==> src/rsp_order_macros.svh <==
`ifndef RSP_ORDER_MACROS_SVH
`define RSP_ORDER_MACROS_SVH

// Outstanding reads, and separately outstanding writes, that the shim tracks
`define RO_N_ENTRIES 16

// Width of a reorder slot or heap index
`define RO_TAG_BITS 4

// AFU metadata width
`define RO_MDATA_BITS 16

// Request address width
`define RO_ADDR_BITS 32

// Cache-line payload, kept narrow for this build
`define RO_DATA_BITS 64

// Requests the AFU may still issue after it samples almost-full high
`define RO_ALM_FULL_SLACK 2

`endif
==> src/rsp_order_pkg.sv <==
`include "rsp_order_macros.svh"

package rsp_order_pkg;

    // ============================================================
    // Scalar field types
    // ============================================================

    // Reorder slot or write heap index
    typedef logic [`RO_TAG_BITS-1:0] t_tag;

    // Metadata as the AFU sees it; on the FIU side it holds a zero-extended t_tag
    typedef logic [`RO_MDATA_BITS-1:0] t_mdata;

    typedef logic [`RO_ADDR_BITS-1:0] t_addr;

    typedef logic [`RO_DATA_BITS-1:0] t_data;

    // ============================================================
    // Channel structs, shared by the AFU and FIU sides
    // ============================================================

    // Read request, throttled by the read almost-full flag
    typedef struct packed {
        logic   valid;
        t_addr  addr;
        t_mdata mdata;
    } t_rd_req;

    // Write request, throttled by the write almost-full flag
    typedef struct packed {
        logic   valid;
        t_addr  addr;
        t_data  data;
        t_mdata mdata;
    } t_wr_req;

    // Read response, valid-only and never refused
    typedef struct packed {
        logic   valid;
        t_mdata mdata;
        t_data  data;
    } t_rd_rsp;

    // Write response, also valid-only
    typedef struct packed {
        logic   valid;
        t_mdata mdata;
    } t_wr_rsp;

endpackage

==> src/rsp_order_shim.sv <==
`timescale 1ns/1ps

module rsp_order_shim
    import rsp_order_pkg::*;
#(
    parameter int SYNC_REQ_CHANNELS = 1
)
(
    input  logic    clk,
    input  logic    rst_n,

    // AFU side
    input  t_rd_req afu_rd_req,
    input  t_wr_req afu_wr_req,
    output t_rd_rsp afu_rd_rsp,
    output t_wr_rsp afu_wr_rsp,
    output logic    afu_rd_alm_full,
    output logic    afu_wr_alm_full,

    // FIU side
    output t_rd_req fiu_rd_req,
    output t_wr_req fiu_wr_req,
    input  t_rd_rsp fiu_rd_rsp,
    input  t_wr_rsp fiu_wr_rsp,
    input  logic    fiu_rd_alm_full,
    input  logic    fiu_wr_alm_full
);

    // Local full flags, each already registered inside its block
    logic rd_full;
    logic wr_full;

    logic rd_alm_full;
    logic wr_alm_full;

    // ============================================================
    // Read channel, sorted through the reorder buffer
    // ============================================================

    read_reorder i_read_reorder (
        .clk     (clk),
        .rst_n   (rst_n),
        .afu_req (afu_rd_req),
        .fiu_req (fiu_rd_req),
        .fiu_rsp (fiu_rd_rsp),
        .afu_rsp (afu_rd_rsp),
        .full    (rd_full)
    );

    // ============================================================
    // Write channel, mdata saved and restored
    // ============================================================

    write_mdata_restore i_write_mdata_restore (
        .clk     (clk),
        .rst_n   (rst_n),
        .afu_req (afu_wr_req),
        .fiu_req (fiu_wr_req),
        .fiu_rsp (fiu_wr_rsp),
        .afu_rsp (afu_wr_rsp),
        .full    (wr_full)
    );

    // ============================================================
    // Almost-full merge
    // ============================================================

    // A channel stalls on its own fabric flag or on its local block filling
    assign rd_alm_full = fiu_rd_alm_full || rd_full;
    assign wr_alm_full = fiu_wr_alm_full || wr_full;

    // Tying the channels together keeps loads and stores in issue order
    generate
        if (SYNC_REQ_CHANNELS != 0)
        begin : g_sync
            assign afu_rd_alm_full = rd_alm_full || wr_alm_full;
            assign afu_wr_alm_full = rd_alm_full || wr_alm_full;
        end
        else
        begin : g_split
            assign afu_rd_alm_full = rd_alm_full;
            assign afu_wr_alm_full = wr_alm_full;
        end
    endgenerate

endmodule

==> src/write_mdata_restore.sv <==
`timescale 1ns/1ps

`include "rsp_order_macros.svh"

module write_mdata_restore
    import rsp_order_pkg::*;
(
    input  logic    clk,
    input  logic    rst_n,
    input  t_wr_req afu_req,
    output t_wr_req fiu_req,
    input  t_wr_rsp fiu_rsp,
    output t_wr_rsp afu_rsp,
    output logic    full
);

    t_tag   alloc_idx;
    t_tag   rsp_idx;
    t_mdata saved_mdata;
    logic   not_full;

    // Response valid is delayed to line up with the registered heap read
    logic   rsp_valid;

    // The fabric hands back the heap index in the low mdata bits
    assign rsp_idx = t_tag'(fiu_rsp.mdata);

    // ============================================================
    // Mdata heap
    // ============================================================

    // Every valid write takes an index and is released by its response
    tag_heap #(
        .T_PAYLOAD (t_mdata),
        .N_ENTRIES (`RO_N_ENTRIES)
    ) i_tag_heap (
        .clk       (clk),
        .rst_n     (rst_n),
        .enq       (afu_req.valid),
        .enq_data  (afu_req.mdata),
        .alloc_idx (alloc_idx),
        .not_full  (not_full),
        .rd_idx    (rsp_idx),
        .rd_data   (saved_mdata),
        .free      (fiu_rsp.valid),
        .free_idx  (rsp_idx)
    );

    assign full = !not_full;

    // ============================================================
    // Request and response paths
    // ============================================================

    // Address and data pass untouched, only mdata is swapped for the index
    always_comb
    begin
        fiu_req = afu_req;
        fiu_req.mdata = t_mdata'(alloc_idx);
    end

    always_ff @(posedge clk)
    begin
        if (!rst_n)
        begin
            rsp_valid <= 1'b0;
        end
        else
        begin
            rsp_valid <= fiu_rsp.valid;
        end
    end

    // Write responses keep fabric order, one cycle behind the FIU
    always_comb
    begin
        afu_rsp.valid = rsp_valid;
        afu_rsp.mdata = saved_mdata;
    end

endmodule

==> src/read_reorder.sv <==
`timescale 1ns/1ps

`include "rsp_order_macros.svh"

module read_reorder
    import rsp_order_pkg::*;
(
    input  logic    clk,
    input  logic    rst_n,
    input  t_rd_req afu_req,
    output t_rd_req fiu_req,
    input  t_rd_rsp fiu_rsp,
    output t_rd_rsp afu_rsp,
    output logic    full
);

    localparam int N_ENTRIES = `RO_N_ENTRIES;
    localparam int RESERVE = `RO_ALM_FULL_SLACK + 1;
    localparam int CNT_BITS = $clog2(N_ENTRIES + 1);

    // Slots are allocated at the tail and retired at the head, both wrap
    t_tag head;
    t_tag tail;
    logic [CNT_BITS-1:0] cnt;

    // Set when the fabric has answered the slot and cleared when it retires
    logic [N_ENTRIES-1:0] filled;

    t_mdata mdata_mem [N_ENTRIES];
    t_data  data_mem [N_ENTRIES];

    // Slot named by the returning response
    t_tag rsp_idx;
    logic head_ready;

    logic   out_valid;
    t_mdata out_mdata;
    t_data  out_data;

    assign rsp_idx = t_tag'(fiu_rsp.mdata);
    assign head_ready = filled[head];

    // ============================================================
    // Request path
    // ============================================================

    // The request goes out in the same cycle with the tail slot as its tag
    always_comb
    begin
        fiu_req = afu_req;
        fiu_req.mdata = t_mdata'(tail);
    end

    // ============================================================
    // Slot control
    // ============================================================

    always_ff @(posedge clk)
    begin
        if (!rst_n)
        begin
            head <= '0;
            tail <= '0;
            cnt <= '0;
            filled <= '0;
            out_valid <= 1'b0;
            full <= 1'b0;
        end
        else
        begin
            if (afu_req.valid)
            begin
                tail <= tail + 1'b1;
            end

            // The head retires at most one slot per cycle
            if (head_ready)
            begin
                filled[head] <= 1'b0;
                head <= head + 1'b1;
            end

            // An answered slot is never the filled head, so no conflict here
            if (fiu_rsp.valid)
            begin
                filled[rsp_idx] <= 1'b1;
            end

            out_valid <= head_ready;

            case ({afu_req.valid, head_ready})
                2'b10: cnt <= cnt + 1'b1;
                2'b01: cnt <= cnt - 1'b1;
                default: cnt <= cnt;
            endcase

            // full once only the reserve is left, seen one cycle later
            full <= (cnt >= CNT_BITS'(N_ENTRIES - RESERVE));
        end
    end

    // Original mdata waits in its slot, data lands when the fabric answers
    always_ff @(posedge clk)
    begin
        if (afu_req.valid)
        begin
            mdata_mem[tail] <= afu_req.mdata;
        end
        if (fiu_rsp.valid)
        begin
            data_mem[rsp_idx] <= fiu_rsp.data;
        end
        if (head_ready)
        begin
            out_mdata <= mdata_mem[head];
            out_data <= data_mem[head];
        end
    end

    // Responses leave in request order with the AFU's own mdata
    always_comb
    begin
        afu_rsp.valid = out_valid;
        afu_rsp.mdata = out_mdata;
        afu_rsp.data = out_data;
    end

endmodule

==> src/tag_heap.sv <==
`timescale 1ns/1ps

`include "rsp_order_macros.svh"

module tag_heap
    import rsp_order_pkg::*;
#(
    parameter type T_PAYLOAD = logic,
    parameter int N_ENTRIES = `RO_N_ENTRIES
)
(
    input  logic     clk,
    input  logic     rst_n,
    input  logic     enq,
    input  T_PAYLOAD enq_data,
    output t_tag     alloc_idx,
    output logic     not_full,
    input  t_tag     rd_idx,
    output T_PAYLOAD rd_data,
    input  logic     free,
    input  t_tag     free_idx
);

    // Entries held back so that requests in flight after not_full drops still fit
    localparam int RESERVE = `RO_ALM_FULL_SLACK + 1;
    localparam int CNT_BITS = $clog2(N_ENTRIES + 1);

    // One bit per index, set while the index is handed out
    logic [N_ENTRIES-1:0] busy;
    logic [CNT_BITS-1:0] free_cnt;
    T_PAYLOAD mem [N_ENTRIES];

    // ============================================================
    // Allocation
    // ============================================================

    // Lowest free index wins; the loop walks down so the last hit is the lowest
    always_comb
    begin
        alloc_idx = '0;
        for (int i = N_ENTRIES - 1; i >= 0; i--)
        begin
            if (!busy[i])
            begin
                alloc_idx = t_tag'(i);
            end
        end
    end

    // A freed index is never the one being allocated, since it is still busy
    always_ff @(posedge clk)
    begin
        if (!rst_n)
        begin
            busy <= '0;
        end
        else
        begin
            if (free)
            begin
                busy[free_idx] <= 1'b0;
            end
            if (enq)
            begin
                busy[alloc_idx] <= 1'b1;
            end
        end
    end

    // Free count moves by at most one per cycle, so the reserve absorbs
    // the one-cycle lag of the registered flag plus the AFU slack
    always_ff @(posedge clk)
    begin
        if (!rst_n)
        begin
            free_cnt <= CNT_BITS'(N_ENTRIES);
            not_full <= 1'b1;
        end
        else
        begin
            case ({enq, free})
                2'b10: free_cnt <= free_cnt - 1'b1;
                2'b01: free_cnt <= free_cnt + 1'b1;
                default: free_cnt <= free_cnt;
            endcase
            not_full <= (free_cnt > CNT_BITS'(RESERVE));
        end
    end

    // ============================================================
    // Payload storage
    // ============================================================

    // Read is registered, so a lookup and free in the same cycle still
    // returns the old payload even if the index is reused at once
    always_ff @(posedge clk)
    begin
        if (enq)
        begin
            mem[alloc_idx] <= enq_data;
        end
        rd_data <= mem[rd_idx];
    end

endmodule

==> config.mk <==
export PLATFORM = sky130hd
export DESIGN_NAME = rsp_order_shim
export DESIGN_NICKNAME = d
export VERILOG_FILES = /design/src/rsp_order_pkg.sv /design/src/rsp_order_shim.sv /design/src/write_mdata_restore.sv /design/src/read_reorder.sv /design/src/tag_heap.sv
export VERILOG_INCLUDE_DIRS = /design/src /design/src/src
export SDC_FILE = /design/constraint.sdc
export NUM_CORES = 2
export LEC_CHECK = 0
export BUFFER_PORTS_ARGS = -buffer_cell sky130_fd_sc_hd__buf_2
export CELL_PAD_IN_SITES_DETAIL_PLACEMENT = 1
export CELL_PAD_IN_SITES_GLOBAL_PLACEMENT = 1
export CORE_MARGIN = 2
export CORE_UTILIZATION = 57
export CTS_CLUSTER_DIAMETER = 200
export DETAILED_ROUTE_END_ITERATION = 10
export PLACE_DENSITY = 0.82
export SYNTH_ARGS = -nofsm -noshare
export SYNTH_HDL_FRONTEND = slang
export SYNTH_HIERARCHICAL = 1
export SYNTH_SLANG_ARGS = --single-unit
export TNS_END_PERCENT = 10
==> constraint.sdc <==
create_clock -name clk -period 21.6 [get_ports clk]
set_clock_uncertainty 0.15 [all_clocks]
set_input_delay 4.32 -clock clk [delete_from_list [all_inputs] [get_ports clk]]
set_output_delay 4.32 -clock clk [all_outputs]
set_load 0.01 [all_outputs]
==> impl_summary.log <==
INFO  metric final_nets = 3,260
INFO  metric synthArstFlopShare = 0
INFO  metric synth_area_leader_cell = sky130_fd_sc_hd__edfxtp_1
INFO  metric drt_first_pass_iters = 5
INFO  metric port_buffers = 221
INFO  metric postCtsSetupBuffers = 0
INFO  metric grt_first_pass_wirelength = 238 mm
INFO  metric vdd_ir_drop_max = 0.106 mV
INFO  metric rrSetupSlack = 15,850 ps
INFO  metric synthFlopType = sky130_fd_sc_hd__edfxtp_1
INFO  metric cts_root_buffer = sky130_fd_sc_hd__clkbuf_16
INFO  metric clock_sinks = 1,686
INFO  metric rr_endpoint = i_read_reorder/out_data[17]
INFO  metric fin_area = 0.0724 mm2
INFO  metric area_delta_synth_final = 10.9%
INFO  metric finish.cell_count_without_fillers = 4,644
INFO  metric cts-buffers-inserted = 164
INFO  metric synth-edff-count = 1,616
INFO  metric grt_overflow_total = 0
INFO  metric dieHeight = 342 um
INFO  metric groute.usage.overall = 0.290
INFO  metric multi_input_comb_area = 0.0135 mm2
INFO  metric netlist_top_cells_count = 1,616 x sky130_fd_sc_hd__edfxtp_1, 438 x sky130_fd_sc_hd__mux4_2, 187 x sky130_fd_sc_hd__buf_4
INFO  metric synthMostInstantiatedCell = sky130_fd_sc_hd__edfxtp_1
INFO  metric drt_wl_total = 167 mm
INFO  metric grt_max_degree = 109
INFO  metric post_synth_instance_area = 0.0653 mm2
INFO  metric fp.dieArea = 0.117 mm2
INFO  metric gp_congestion = 0.812
INFO  metric core_area = 0.114 mm2
INFO  metric core.rowCount = 124
INFO  metric r2r.worst_path.cells = 7
INFO  metric final.period_utilization = 0.443
INFO  metric clock.fmax = 105 MHz
INFO  metric internal_power_of_the_cells = 0.00592 W
INFO  metric worstMarginPinSlew = 1380 ps
INFO  metric detail_route.drc_violations = 0
INFO  metric tns_setup = 0 ps
INFO  metric rr_startpoint = i_read_reorder/head[1]
INFO  metric power_frac_seq = 0.488
INFO  metric holdCritPathClass = flop to flop
INFO  metric clock_latency = 790 ps
INFO  metric ant_nets = 0
INFO  metric timing.critical_path.required = 17,130 ps
INFO  metric syn-instance-count = 2,801
INFO  metric timing.critical_path.fanout_max = 2
INFO  metric holdCritStartpoint = i_read_reorder/cnt[4]
INFO  metric place_area = 0.0669 mm2
INFO  metric maxSlewViolCount = 0
INFO  metric switching_share = 0.241
INFO  metric cts_htree_levels = 4
INFO  metric setup_viol = 0
INFO  metric clock_power_share = 0.373
INFO  metric clkSlewWorstSetupHoldPaths = 50 ps
INFO  metric finalWorstPathRequiredPeriod = 9560 ps
INFO  metric antenna_found_initial = 33
INFO  metric endpoint_kind = output pin
INFO  metric post_cts.resized_instances = 0
INFO  metric finalHoldViolations = 0
INFO  metric timing.slew.headroom = 0.0802
INFO  metric grt_setup_unrepaired = false
INFO  metric tritoncts = done
INFO  metric postLayoutCoreUtil = 0.635
INFO  metric timing.setup.critical_path_class = input pin to output pin
INFO  metric post_cts_hold_buffer_count = 0
INFO  metric drt-wirelength-per-cell = 36.0 um
INFO  metric min_path_cells = 2
INFO  metric yosys_warnings = 6
INFO  metric netlist.area_leader.share = 0.743
INFO  metric start_kind = input pin
INFO  metric die_w = 342 um
INFO  metric fillers = 9,076
INFO  metric drive_gt1_frac = 0.317
INFO  metric power_switching = 0.00188 W
INFO  metric first_global_vias = 33,100
INFO  metric initial_utilization = 0.572
INFO  metric power_leakage = 22.7 nW
INFO  metric clockBufferDepth = 3
INFO  metric detailed_place_hpwl = 83.9 mm
INFO  metric numPlacedInstances = 4,325
INFO  metric synth_cell_types = 67
INFO  metric vias_per_cell = 6.58
INFO  metric synth.avg_cell_area = 23.3 um2
INFO  metric design.portCount = 526
INFO  metric arrival_time_of_data_at_the_critical_path_endpoint = 5090 ps
INFO  metric detailroute.via_count = 30,600
INFO  metric min_delay_worst_endpoint = i_read_reorder/cnt[4]
INFO  metric reported_max_cap_violation_count = 0
INFO  metric initialDrtViolationCount = 3,742
INFO  metric netlist_top_cells_area = sky130_fd_sc_hd__edfxtp_1 74%, sky130_fd_sc_hd__mux4_2 15%, sky130_fd_sc_hd__buf_4 2.2%
INFO  metric run_status = complete, no violations
INFO  metric comb_power_share = 0.139
INFO  metric seq_area_frac_synth = 0.765
INFO  metric power.density_cell_area = 108 mW/mm2
INFO  metric regArea = 0.0499 mm2
INFO  metric ys_seq_elements = 1,686
[how the worst max path moves through the flow]
| stage | start | end | slack [ps] | depth (start not counted) |
|---|---|---|---|---|
| floorplan | fiu_rd_rsp[65] | i_read_reorder/data_mem[0][0] | 11650 | 2 |
| global placement | fiu_rd_alm_full | afu_wr_alm_full | 12020 | 3 |
| detailed placement | fiu_rd_alm_full | afu_rd_alm_full | 12050 | 3 |
| CTS | fiu_rd_alm_full | afu_rd_alm_full | 12040 | 3 |
| global route | fiu_rd_alm_full | afu_rd_alm_full | 12000 | 3 |
| finish | fiu_rd_alm_full | afu_rd_alm_full | 12040 | 3 |
[placed cells by master, fill, tap and decap left out, types with 12 or more instances in the layout]
cell	n
sky130_fd_sc_hd__a21oi_1	14
sky130_fd_sc_hd__and2_1	26
sky130_fd_sc_hd__buf_2	220
sky130_fd_sc_hd__buf_4	52
sky130_fd_sc_hd__bufinv_16	16
sky130_fd_sc_hd__clkbuf_1	37
sky130_fd_sc_hd__clkbuf_16	167
sky130_fd_sc_hd__clkinv_1	34
sky130_fd_sc_hd__clkinv_2	16
sky130_fd_sc_hd__conb_1	24
sky130_fd_sc_hd__dfxtp_1	67
sky130_fd_sc_hd__diode_2	17
sky130_fd_sc_hd__edfxtp_1	1616
sky130_fd_sc_hd__ha_1	16
sky130_fd_sc_hd__inv_1	20
sky130_fd_sc_hd__mux4_1	46
sky130_fd_sc_hd__mux4_2	438
sky130_fd_sc_hd__nand2_1	37
sky130_fd_sc_hd__nand2b_1	12
sky130_fd_sc_hd__nand3_1	13
sky130_fd_sc_hd__nor2_1	19
sky130_fd_sc_hd__nor2_4	12
sky130_fd_sc_hd__nor2b_1	13
sky130_fd_sc_hd__o21a_1	20
sky130_fd_sc_hd__o21ai_0	22
[metal layers]
layer / global-route usage / vias to the layer above / routed length (um)
met3: 0.0699 / 439 / 16800
met5: 0 / - / 185
met2: 0.473 / 2000 / 84900
met4: 0.128 / 28 / 6370
met1: 0.375 / 16100 / 58800
li1: - / 12000 / -
[flip-flops by register name, indices dropped and copies added (netlist names), 16 cells and up]
register / flops
i_read_reorder/data_mem: 1024
i_read_reorder/filled: 16
i_read_reorder/mdata_mem: 256
i_read_reorder/out_data: 64
i_read_reorder/out_mdata: 16
i_write_mdata_restore/i_tag_heap/busy: 16
i_write_mdata_restore/i_tag_heap/mem: 256
i_write_mdata_restore/i_tag_heap/rd_data: 16
[cell type report]
| cell class | instances | share of cell area |
|---|---|---|
| Clock inverter | 91 | 0.0140 |
| Inverter | 22 | 0.00124 |
| Timing Repair Buffer | 273 | 0.0209 |
| Tap cell | 1512 | 0.0261 |
| Multi-Input combinational cell | 832 | 0.186 |
| Clock buffer | 211 | 0.0610 |
| Sequential cell | 1686 | 0.690 |
| Antenna cell | 17 | 0.000588 |
[critical path, stage by stage]
cell and delay (ps):
sky130_fd_sc_hd__buf_2 100, sky130_fd_sc_hd__or4_1 510, sky130_fd_sc_hd__buf_2 160
[power by group through the flow]
stage | sequential, W | combinational, W | clock, W
2_1_floorplan | 0.00385 | 0.000840 | 0
3_3_place_gp | 0.00386 | 0.00103 | 0
3_5_place_dp | 0.00387 | 0.00107 | 0
4_1_cts | 0.00381 | 0.00110 | 0.00294
5_1_grt | 0.00382 | 0.00116 | 0.00304
6_report | 0.00381 | 0.00109 | 0.00291
[logic make-up (layout without fill, tap and decap cells)]
family | after synthesis | after routing | share of synthesized area
mux | 495 | 495 | 0.171
xor+xnor | 12 | 12 | 0.00161
buf+inv | 305 | 597 | 0.0324
simple gates | 177 | 177 | 0.0147
other cells | 2 | 41 | 0.000115
fa+ha+maj | 17 | 17 | 0.00337
flops | 1686 | 1686 | 0.765
compound gates | 107 | 107 | 0.0116
[metrics by stage]
| step | total power, W | hold slack, ps | setup WS (ps) |
|---|---|---|---|
| 2_1_floorplan | 0.00469 | 286 | 11650 |
| 3_3_place_gp | 0.00489 | 307 | 12020 |
| 3_5_place_dp | 0.00494 | 323 | 12050 |
| 4_1_cts | 0.00785 | 335 | 12040 |
| 5_1_grt | 0.00801 | 379 | 12000 |
| 6_report | 0.00780 | 331 | 12040 |
(Power assumes the default switching activity.)
